==> src/sf_num_pkg.sv <==
// fixed-point widths and word types, imported by every stage of the arithmetic pipeline
package sf_num_pkg;

	// port values as the radio side sees them
	localparam int PW = 18;
	// guard bits, carried in registers but not on ports
	localparam int EXTRA = 4;
	localparam int DW = PW + EXTRA;

	// multiplier inputs come from the msbs of each operand
	localparam int MW = 18;

	// non-sign bits that index the coarse inverse table
	localparam int ISCALE = 9;

	// operate stage output
	// 4 bits of headroom over a register, trimmed by scale and saturate
	localparam int WW = DW + 4;

	// value as written to or read from a port
	typedef logic signed [PW-1:0] port_word_t;

	// register file entry
	typedef logic signed [DW-1:0] reg_word_t;

	// unscaled result of mul, add/sub or inverse
	typedef logic signed [WW-1:0] wide_word_t;

endpackage
==> src/sf_isa_pkg.sv <==
// instruction format, opcodes and the stage-to-stage records of the pipeline
package sf_isa_pkg;

	import sf_num_pkg::*;

	// 32 registers
	localparam int RA_W = 5;
	localparam int NREG = 1 << RA_W;

	typedef logic [RA_W-1:0] reg_addr_t;

	// opcode 3 is unused and runs as a nop
	typedef enum logic [2:0] {
		OP_NOP     = 3'd0,
		OP_PORT_AB = 3'd1,
		OP_PORT_CD = 3'd2,
		OP_MUL     = 3'd4,
		OP_INV     = 3'd5,
		OP_ADD     = 3'd6,
		OP_SUB     = 3'd7
	} op_e;

	// 21-bit instruction word, set in the msb
	typedef struct packed {
		logic       set;
		logic [1:0] sv;
		op_e        op;
		reg_addr_t  wa;
		reg_addr_t  rb;
		reg_addr_t  ra;
	} inst_t;

	// operands out of the register file
	typedef struct packed {
		logic      valid;
		op_e       op;
		logic [1:0] sv;
		reg_addr_t wa;
		reg_word_t a;
		reg_word_t b;
	} rd_stage_t;

	// selected alu result, before scaling
	typedef struct packed {
		logic       valid;
		logic [1:0] sv;
		reg_addr_t  wa;
		wide_word_t result;
	} ar_stage_t;

	// shifted, not yet saturated
	typedef struct packed {
		logic       valid;
		reg_addr_t  wa;
		wide_word_t value;
	} sc_stage_t;

	// writeback into the register file
	typedef struct packed {
		logic      valid;
		reg_addr_t wa;
		reg_word_t data;
		logic      sat;
	} wb_t;

	// pair written to the outside sink
	// sel 0 for ab, 1 for cd
	typedef struct packed {
		logic       sel;
		port_word_t first;
		port_word_t second;
	} port_t;

endpackage

==> src/sf_core.sv <==
// top level of the fixed-point pipeline, stages joined under one back-pressure advance
`timescale 1ns/1ns

module sf_core (
	input  logic                   clk,
	input  logic                   arst_n_i,
	input  sf_isa_pkg::inst_t      inst_i,
	input  logic                   inst_valid_i,
	output logic                   inst_ready_o,
	input  sf_num_pkg::port_word_t meas_i,
	output sf_isa_pkg::port_t      port_o,
	output logic                   port_valid_o,
	input  logic                   port_ready_i,
	output logic                   sat_o,
	output logic                   collide_o
);
	import sf_isa_pkg::*;

	// edges after acceptance at t
	//   t    set write
	//   t+1  operands
	//   t+2  alu result, port capture
	//   t+3  shift
	//   t+4  saturate, sat_o
	//   t+5  register write
	logic      advance;
	rd_stage_t rd;
	ar_stage_t ar;
	wb_t       wb;

	// only a port word the sink refuses holds the pipeline
	assign advance      = ~(port_valid_o & ~port_ready_i);
	assign inst_ready_o = advance;

	sf_read_stage u_read (
		.clk          (clk),
		.arst_n_i     (arst_n_i),
		.advance_i    (advance),
		.inst_i       (inst_i),
		.inst_valid_i (inst_valid_i),
		.meas_i       (meas_i),
		.wb_i         (wb),
		.rd_o         (rd),
		.collide_o    (collide_o)
	);

	sf_arith_stage u_arith (
		.clk       (clk),
		.arst_n_i  (arst_n_i),
		.advance_i (advance),
		.rd_i      (rd),
		.ar_o      (ar)
	);

	// writeback loops back into the read stage
	sf_scale_stage u_scale (
		.clk       (clk),
		.arst_n_i  (arst_n_i),
		.advance_i (advance),
		.ar_i      (ar),
		.wb_o      (wb),
		.sat_o     (sat_o)
	);

	sf_port_stage u_port (
		.clk          (clk),
		.arst_n_i     (arst_n_i),
		.advance_i    (advance),
		.rd_i         (rd),
		.port_o       (port_o),
		.port_valid_o (port_valid_o),
		.port_ready_i (port_ready_i)
	);

endmodule

==> src/sf_port_stage.sv <==
// port stage, captures port-write operands and holds them until the sink takes them
`timescale 1ns/1ns

module sf_port_stage (
	input  logic                  clk,
	input  logic                  arst_n_i,
	input  logic                  advance_i,
	input  sf_isa_pkg::rd_stage_t rd_i,
	output sf_isa_pkg::port_t     port_o,
	output logic                  port_valid_o,
	input  logic                  port_ready_i
);
	import sf_num_pkg::*;
	import sf_isa_pkg::*;

	logic  is_port;
	port_t port_q;
	logic  port_vld_q;

	assign is_port = rd_i.valid && (rd_i.op == OP_PORT_AB || rd_i.op == OP_PORT_CD);

	// a held word stalls the core, so capture only ever follows acceptance
	always_ff @(posedge clk or negedge arst_n_i) begin
		if (!arst_n_i) begin
			port_vld_q <= 1'b0;
		end else if (advance_i && is_port) begin
			port_vld_q <= 1'b1;
		end else if (port_ready_i) begin
			port_vld_q <= 1'b0;
		end
	end

	// guard bits dropped on the way out
	always_ff @(posedge clk) begin
		if (advance_i && is_port) begin
			port_q.sel    <= (rd_i.op == OP_PORT_CD);
			port_q.first  <= rd_i.a[DW-1:EXTRA];
			port_q.second <= rd_i.b[DW-1:EXTRA];
		end
	end

	assign port_o       = port_q;
	assign port_valid_o = port_vld_q;

	// held word and its valid stay put until taken
	a_port_hold: assert property (
		@(posedge clk) disable iff (!arst_n_i)
		port_valid_o && !port_ready_i |=> port_valid_o && $stable(port_o)
	) else $error("port word changed while waiting for the sink");

endmodule

==> src/sf_scale_stage.sv <==
// scale stage, arithmetic shift by the sv field then saturate to register width with a flag
`timescale 1ns/1ns

module sf_scale_stage (
	input  logic                  clk,
	input  logic                  arst_n_i,
	input  logic                  advance_i,
	input  sf_isa_pkg::ar_stage_t ar_i,
	output sf_isa_pkg::wb_t       wb_o,
	output logic                  sat_o
);
	import sf_num_pkg::*;
	import sf_isa_pkg::*;

	// shift register stage
	wide_word_t shifted;
	sc_stage_t  sc_d;
	sc_stage_t  sc_q;
	logic       sc_vld_q;
	// saturate register stage
	logic       top_agree;
	reg_word_t  sat_val;
	wb_t        wb_d;
	wb_t        wb_q;
	logic       wb_vld_q;
	logic       sat_q;

	// sv 3 keeps the value, sv 0 divides by 8
	assign shifted = $signed(ar_i.result) >>> (2'd3 - ar_i.sv);

	always_comb begin
		sc_d.valid = ar_i.valid;
		sc_d.wa    = ar_i.wa;
		sc_d.value = shifted;
	end

	// top five bits all sign means the low DW bits hold the value
	assign top_agree = (&sc_q.value[WW-1:DW-1]) | ~(|sc_q.value[WW-1:DW-1]);
	// clip to the largest magnitude of matching sign
	assign sat_val   = top_agree ? sc_q.value[DW-1:0]
		: {sc_q.value[WW-1], {(DW-1){~sc_q.value[WW-1]}}};

	always_comb begin
		wb_d.valid = sc_vld_q;
		wb_d.wa    = sc_q.wa;
		wb_d.data  = sat_val;
		wb_d.sat   = sc_vld_q & ~top_agree;
	end

	always_ff @(posedge clk or negedge arst_n_i) begin
		if (!arst_n_i) begin
			sc_vld_q <= 1'b0;
			wb_vld_q <= 1'b0;
			sat_q    <= 1'b0;
		end else if (advance_i) begin
			sc_vld_q <= sc_d.valid;
			wb_vld_q <= wb_d.valid;
			sat_q    <= wb_d.sat;
		end
	end

	always_ff @(posedge clk) begin
		if (advance_i) begin
			sc_q <= sc_d;
			wb_q <= wb_d;
		end
	end

	always_comb begin
		wb_o       = wb_q;
		wb_o.valid = wb_vld_q;
		wb_o.sat   = sat_q;
	end
	assign sat_o = sat_q;

	// a flag without a write would be a lost result
	a_sat_has_write: assert property (
		@(posedge clk) disable iff (!arst_n_i)
		sat_o |-> wb_o.valid
	) else $error("saturation flagged without a writeback");

endmodule

==> src/sf_arith_stage.sv <==
// operate stage, multiply, add/subtract and coarse inverse with a registered result select
`timescale 1ns/1ns

module sf_arith_stage (
	input  logic                  clk,
	input  logic                  arst_n_i,
	input  logic                  advance_i,
	input  sf_isa_pkg::rd_stage_t rd_i,
	output sf_isa_pkg::ar_stage_t ar_o
);
	import sf_num_pkg::*;
	import sf_isa_pkg::*;

	// table of 2^(p+1) or 3*2^p, p the leading-one position from the msb
	function automatic logic [ISCALE:0] inv_mag(input logic [ISCALE-1:0] idx);
		logic [ISCALE:0] ext;
		logic [ISCALE:0] mag;
		// trailing one makes index 1 come out as 512
		ext = {idx, 1'b1};
		// zero index gets the largest code, 1023
		mag = '1;
		// ascending scan so the leading one is the last hit
		for (int i = 0; i < ISCALE; i++) begin
			if (idx[i]) begin
				mag = '0;
				mag[ISCALE-i] = 1'b1;
				mag[ISCALE-1-i] = ~ext[i];
			end
		end
		return mag;
	endfunction

	// multiplier slices
	logic signed [MW-1:0]   mul_a;
	logic signed [MW-1:0]   mul_b;
	logic signed [2*MW-1:0] product;
	// one extra bit for the sum
	logic signed [DW:0]     sum;
	logic                   inv_neg;
	logic [ISCALE-1:0]      inv_idx;
	logic [ISCALE:0]        inv_abs;
	wide_word_t             r_mul;
	wide_word_t             r_add;
	wide_word_t             r_inv;
	ar_stage_t              ar_d;
	ar_stage_t              ar_q;
	logic                   ar_vld_q;

	// a*b/2, top bits of the full product
	assign mul_a   = rd_i.a[DW-1:DW-MW];
	assign mul_b   = rd_i.b[DW-1:DW-MW];
	assign product = mul_a * mul_b;
	assign r_mul   = product[2*MW-1:2*MW-WW];

	// (a +/- b)/2
	assign sum   = (rd_i.op == OP_SUB) ? ($signed(rd_i.a) - $signed(rd_i.b))
		: ($signed(rd_i.a) + $signed(rd_i.b));
	assign r_add = {sum[DW], sum, 2'b00};

	// ones complement gives the magnitude index of a negative value
	assign inv_neg = rd_i.a[DW-1];
	assign inv_idx = inv_neg ? ~rd_i.a[DW-2:DW-1-ISCALE] : rd_i.a[DW-2:DW-1-ISCALE];
	assign inv_abs = inv_mag(inv_idx);
	assign r_inv   = {inv_neg, (inv_neg ? ~inv_abs : inv_abs), {(WW-ISCALE-2){inv_neg}}};

	always_comb begin
		// port ops and nops stop here
		ar_d.valid = rd_i.valid && (rd_i.op inside {OP_MUL, OP_INV, OP_ADD, OP_SUB});
		ar_d.sv    = rd_i.sv;
		ar_d.wa    = rd_i.wa;
		case (rd_i.op)
			OP_MUL:  ar_d.result = r_mul;
			OP_INV:  ar_d.result = r_inv;
			default: ar_d.result = r_add;
		endcase
	end

	always_ff @(posedge clk or negedge arst_n_i) begin
		if (!arst_n_i) begin
			ar_vld_q <= 1'b0;
		end else if (advance_i) begin
			ar_vld_q <= ar_d.valid;
		end
	end

	always_ff @(posedge clk) begin
		if (advance_i) begin
			ar_q <= ar_d;
		end
	end

	always_comb begin
		ar_o       = ar_q;
		ar_o.valid = ar_vld_q;
	end

endmodule

==> src/sf_read_stage.sv <==
// register file with measurement and writeback writes and two registered operand reads
`timescale 1ns/1ns

module sf_read_stage (
	input  logic                   clk,
	input  logic                   arst_n_i,
	input  logic                   advance_i,
	input  sf_isa_pkg::inst_t      inst_i,
	input  logic                   inst_valid_i,
	input  sf_num_pkg::port_word_t meas_i,
	input  sf_isa_pkg::wb_t        wb_i,
	output sf_isa_pkg::rd_stage_t  rd_o,
	output logic                   collide_o
);
	import sf_num_pkg::*;
	import sf_isa_pkg::*;

	// accepted instruction, held one cycle to address the file
	inst_t     inst_q;
	logic      inst_vld_q;
	// one array, read twice
	reg_word_t rf [NREG];
	logic      set_we;
	logic      wb_we;
	logic      rf_we;
	reg_addr_t rf_wa;
	reg_word_t rf_wd;
	// operand record
	rd_stage_t rd_d;
	rd_stage_t rd_q;
	logic      rd_vld_q;

	// measurement lands on the accepting edge itself
	assign set_we = advance_i & inst_valid_i & inst_i.set;
	assign wb_we  = advance_i & wb_i.valid;
	assign rf_we  = set_we | wb_we;
	// set beats a same-cycle alu writeback
	assign rf_wa  = set_we ? inst_i.wa : wb_i.wa;
	// guard bits of a measurement start at zero
	assign rf_wd  = set_we ? reg_word_t'({meas_i, {EXTRA{1'b0}}}) : wb_i.data;
	assign collide_o = set_we & wb_we;

	always_ff @(posedge clk) begin
		if (rf_we) begin
			rf[rf_wa] <= rf_wd;
		end
	end

	// no forwarding, a write this edge is seen one edge later
	always_comb begin
		rd_d.valid = inst_vld_q;
		rd_d.op    = inst_q.op;
		rd_d.sv    = inst_q.sv;
		rd_d.wa    = inst_q.wa;
		rd_d.a     = rf[inst_q.ra];
		rd_d.b     = rf[inst_q.rb];
	end

	always_ff @(posedge clk or negedge arst_n_i) begin
		if (!arst_n_i) begin
			inst_vld_q <= 1'b0;
			rd_vld_q   <= 1'b0;
		end else if (advance_i) begin
			// bubble when nothing is accepted
			inst_vld_q <= inst_valid_i;
			rd_vld_q   <= rd_d.valid;
		end
	end

	always_ff @(posedge clk) begin
		if (advance_i) begin
			inst_q <= inst_i;
			rd_q   <= rd_d;
		end
	end

	always_comb begin
		rd_o       = rd_q;
		rd_o.valid = rd_vld_q;
	end

	// stalled pipeline must not inject new work
	a_no_rise_on_stall: assert property (
		@(posedge clk) disable iff (!arst_n_i)
		!advance_i |=> !$rose(rd_o.valid)
	) else $error("operand valid rose while stalled");

endmodule

==> config.mk <==
export PLATFORM = sky130hd
export DESIGN_NAME = sf_core
export DESIGN_NICKNAME = d
export VERILOG_FILES = /design/src/sf_num_pkg.sv /design/src/sf_isa_pkg.sv /design/src/sf_core.sv /design/src/sf_port_stage.sv /design/src/sf_scale_stage.sv /design/src/sf_arith_stage.sv /design/src/sf_read_stage.sv
export SDC_FILE = /design/constraint.sdc
export NUM_CORES = 2
export LEC_CHECK = 0
export BUFFER_PORTS_ARGS = -buffer_cell sky130_fd_sc_hd__buf_2
export CAP_MARGIN = 20
export CELL_PAD_IN_SITES_DETAIL_PLACEMENT = 1
export CELL_PAD_IN_SITES_GLOBAL_PLACEMENT = 1
export CORE_MARGIN = 2
export CORE_UTILIZATION = 59
export CTS_CLUSTER_SIZE = 12
export DETAILED_ROUTE_END_ITERATION = 7
export PLACE_DENSITY_LB_ADDON = 0.1
export SLEW_MARGIN = 40
export SYNTH_ARGS = -nofsm -noshare
export SYNTH_HDL_FRONTEND = slang
export SYNTH_SLANG_ARGS = --single-unit
export TNS_END_PERCENT = 30
==> constraint.sdc <==
create_clock -name clk -period 15.8 [get_ports clk]
set_clock_uncertainty 0.15 [all_clocks]
set_input_delay 1.58 -clock clk [delete_from_list [all_inputs] [get_ports clk]]
set_output_delay 1.58 -clock clk [all_outputs]
set_load 0.005 [all_outputs]
==> impl_metrics.yaml <==
logic_synthesis:
  yosysUniqueCellTypes: 75
  synthArstFlopShare_pct: 0.767
  yosysMostFrequentCell: "edfxtp_1"
  ys_ff_latch: 913
  synth_top_flop_cell: "edfxtp_1"
  ys.warnings.count: 0
  yosysTopAreaCellShare_pct: 50.6
  synth_edf_count: 906
  netlist_instances: 3378
  ys_seq_area_share_pct: 50.9
  synth_area_leaders: "edfxtp_1, mux4_2, fa_1"
  yosys.area.top_type: "edfxtp_1"
  syn_area_sq_mm: 0.0538
  syn_nets: 3861
  synthTopCellsByCount: "edfxtp_1, mux4_2, inv_1"
  avgSynthCellArea_sq_um: 15.9
sta:
  rsz0062_at_grt: "false"
  slew_headroom_pct: 41.2
  tightest_slew_ns: 0.882
  hold_viol_final: 0
  max_freq_mhz: 133
  setup_viol: 0
  fin_crit_ns: 7.54
  maxSlewViolCount: 0
  timing.final.crit_share_pct: 47.7
  setup_tns_ns: 0
clock_tree:
  cts_htree_levels: 3
  cts_tree: "built"
  cts_resized: 0
  clock_sinks: 913
  clkTransAtPathRegs_ns: 0.06
  cts-buffers-inserted: 97
  cts_root_buffer: "clkbuf_16"
  clkLatencyLatePin_ns: 0.72
  cts_buffer_depth: 3
  cts-hold-fix-buffers: 0
  post-cts-setup-buffers: 0
critical_path:
  cp-startpoint: "u_read.rd_o[13]$_DFFE_PN_"
  crit_path_end: "u_arith.ar_o[15]$_DFFE_PN_"
  required_ns: 16.08
  arrival_ns: 7.82
  start_kind: "register"
  worst_r2r_endpoint: "u_arith.ar_o[15]$_DFFE_PN_"
  reg2reg_from: "u_read.rd_o[13]$_DFFE_PN_"
  crit_type: "register to register"
  reg2reg_depth: 21
  crit_fanout: 12
  critical_path.endpoint_type: "register"
  reg2reg_setup_slack_ns: 8.26
placed_design:
  dp_hpwl_mm: 102
  gp_congestion: 0.894
  dp_cells: 4530
  io_buffers: 83
  place_area_sq_mm: 0.0561
floorplan:
  start_util_pct: 59.6
  coreArea_sq_mm: 0.0901
  rows: 110
  ios: 84
  dieArea_sq_mm: 0.0936
  die_x_um: 306
  die_height_um: 306
drt:
  ant_nets: 0
  drt_iter0_drc: 3948
  post_drt_wl_per_cell_um: 34.6
  drc: 0
  vias: 32400
  drt-vias-per-instance: 6.91
  dr.pass1.iters: 6
  wirelength_mm: 162
cells_and_area:
  post-route-util_pct: 65.6
  drive_above_1_share_pct: 25.6
  finalNetCount: 3939
  final_cells: 4693
  final_area_sq_mm: 0.0591
  areaGrowthSynthToFinish_pct: 9.94
hold_path:
  hp-class: "register to register"
outcome:
  status: "finished, final reports clean"
global_route:
  antenna_found_initial: 4
  first_global_vias: 35700
  grt_pass1_wl_mm: 242
  track_usage_pct: 36.1
  grt.overflow.total: 0
  grt_max_degree: 64
flow_run:
  max-cap-violations: 0
-- worst max-delay path, cell delays in order (launching register included) --
cell and delay (ns):
edfxtp_1 0.73, buf_6 0.27, nand2_1 0.10, fa_1 0.59, inv_1 0.07, fa_1 0.51
fa_1 0.61, fa_1 0.47, fa_1 0.52, inv_1 0.06, fa_1 0.48, inv_1 0.04
ha_1 0.35, nand3_2 0.13, or4_1 0.58, or3_4 0.38, nand4_1 0.22, a31oi_1 0.14
xor2_1 0.15, nor2_1 0.07, a311oi_2 0.53, nor3_1 0.13
-- logic make-up (layout without fill, tap and decap cells) --
group	after synthesis	count (layout)	share of synthesized area [%]
and+or+nand+nor	629	629	5.61
DFF	913	913	50.9
adders and majority gates	440	440	14.8
buffers and inverters	586	724	4.15
muxes	515	515	20.5
AOI/OAI and AO/OA	222	222	2.83
xor gates and xnor gates	73	73	1.19
other	0	1	0
-- worst min path at each step --
stage / cells past startpoint / slack, ns / start / to
2_1_floorplan: 0 / 0.25 / u_read.rd_o[44]$_DFFE_PN_ / u_arith.ar_o[26]$_DFFE_PN_
3_3_place_gp: 0 / 0.25 / u_arith.ar_o[26]$_DFFE_PN_ / u_scale.sc_q[26]$_DFFE_PN_
3_5_place_dp: 0 / 0.26 / u_read.inst_q[17]$_DFFE_PN_ / u_read.rd_o[53]$_DFFE_PN_
4_1_cts: 0 / 0.27 / u_read.inst_q[17]$_DFFE_PN_ / u_read.rd_o[53]$_DFFE_PN_
5_1_grt: 0 / 0.27 / u_read.inst_q[17]$_DFFE_PN_ / u_read.rd_o[53]$_DFFE_PN_
6_report: 0 / 0.26 / u_read.inst_q[17]$_DFFE_PN_ / u_read.rd_o[53]$_DFFE_PN_
-- layout by cell type, fill, tap and decap left out, drive strengths merged, types with 34 or more instances in the layout --
| cell | netlist | final |
|---|---|---|
| and2 | 167 | 167 |
| nand2 | 262 | 262 |
| inv | 380 | 386 |
| mux2 | 46 | 46 |
| clkinv | 1 | 42 |
| xnor2 | 45 | 45 |
| fa | 329 | 329 |
| buf | 53 | 183 |
| a21oi | 54 | 54 |
| edfxtp | 906 | 906 |
| mux4 | 463 | 463 |
| nor2 | 101 | 101 |
| o21ai | 44 | 44 |
| clkbuf | 152 | 108 |
| a21o | 34 | 34 |
| ha | 111 | 111 |
-- routing by layer --
metal  track usage, %  routed length (um)
met2             60.1               81700
met1             46.7               56600
met5                0                   0
met4             17.9                9190
met3             5.79               14900
-- registers in the layout, summed over array words and instances (netlist names) --
signal,cells
u_arith.ar_vld_q,1
u_scale.sat_o,1
u_port.port_o,37
u_read.rd_vld_q,1
u_read.rd_o,54
u_port.port_valid_o,1
u_scale.sc_vld_q,1
u_arith.ar_o,33
u_read.rf,704
u_scale.wb_vld_q,1
u_read.inst_q,20
u_read.inst_vld_q,1
u_scale.wb_o,27
u_scale.sc_q,31
-- per-stage QoR --
step                      worst slack (ns)  hold slack, ns
after floorplan                       6.94           0.250
after global placement                8.02           0.250
after detailed placement              8.12           0.259
after CTS                             8.11           0.269
after global routing                  8.06           0.271
final                                 8.26           0.264
-- cell type report --
cell class / instances / area (sq um)
Clock inverter: 52 / 464
Sequential cell: 913 / 27400
Tap cell: 1176 / 1470
Antenna cell: 1 / 2.50
Fill cell: 7821 / 31000
Multi-Input combinational cell: 1879 / 24500
Timing Repair Buffer: 184 / 1420
Clock buffer: 107 / 2460
Inverter: 381 / 1440
Power is not shown: default switching activity piles up to over one toggle a cycle in this logic, so the estimate is an artifact.
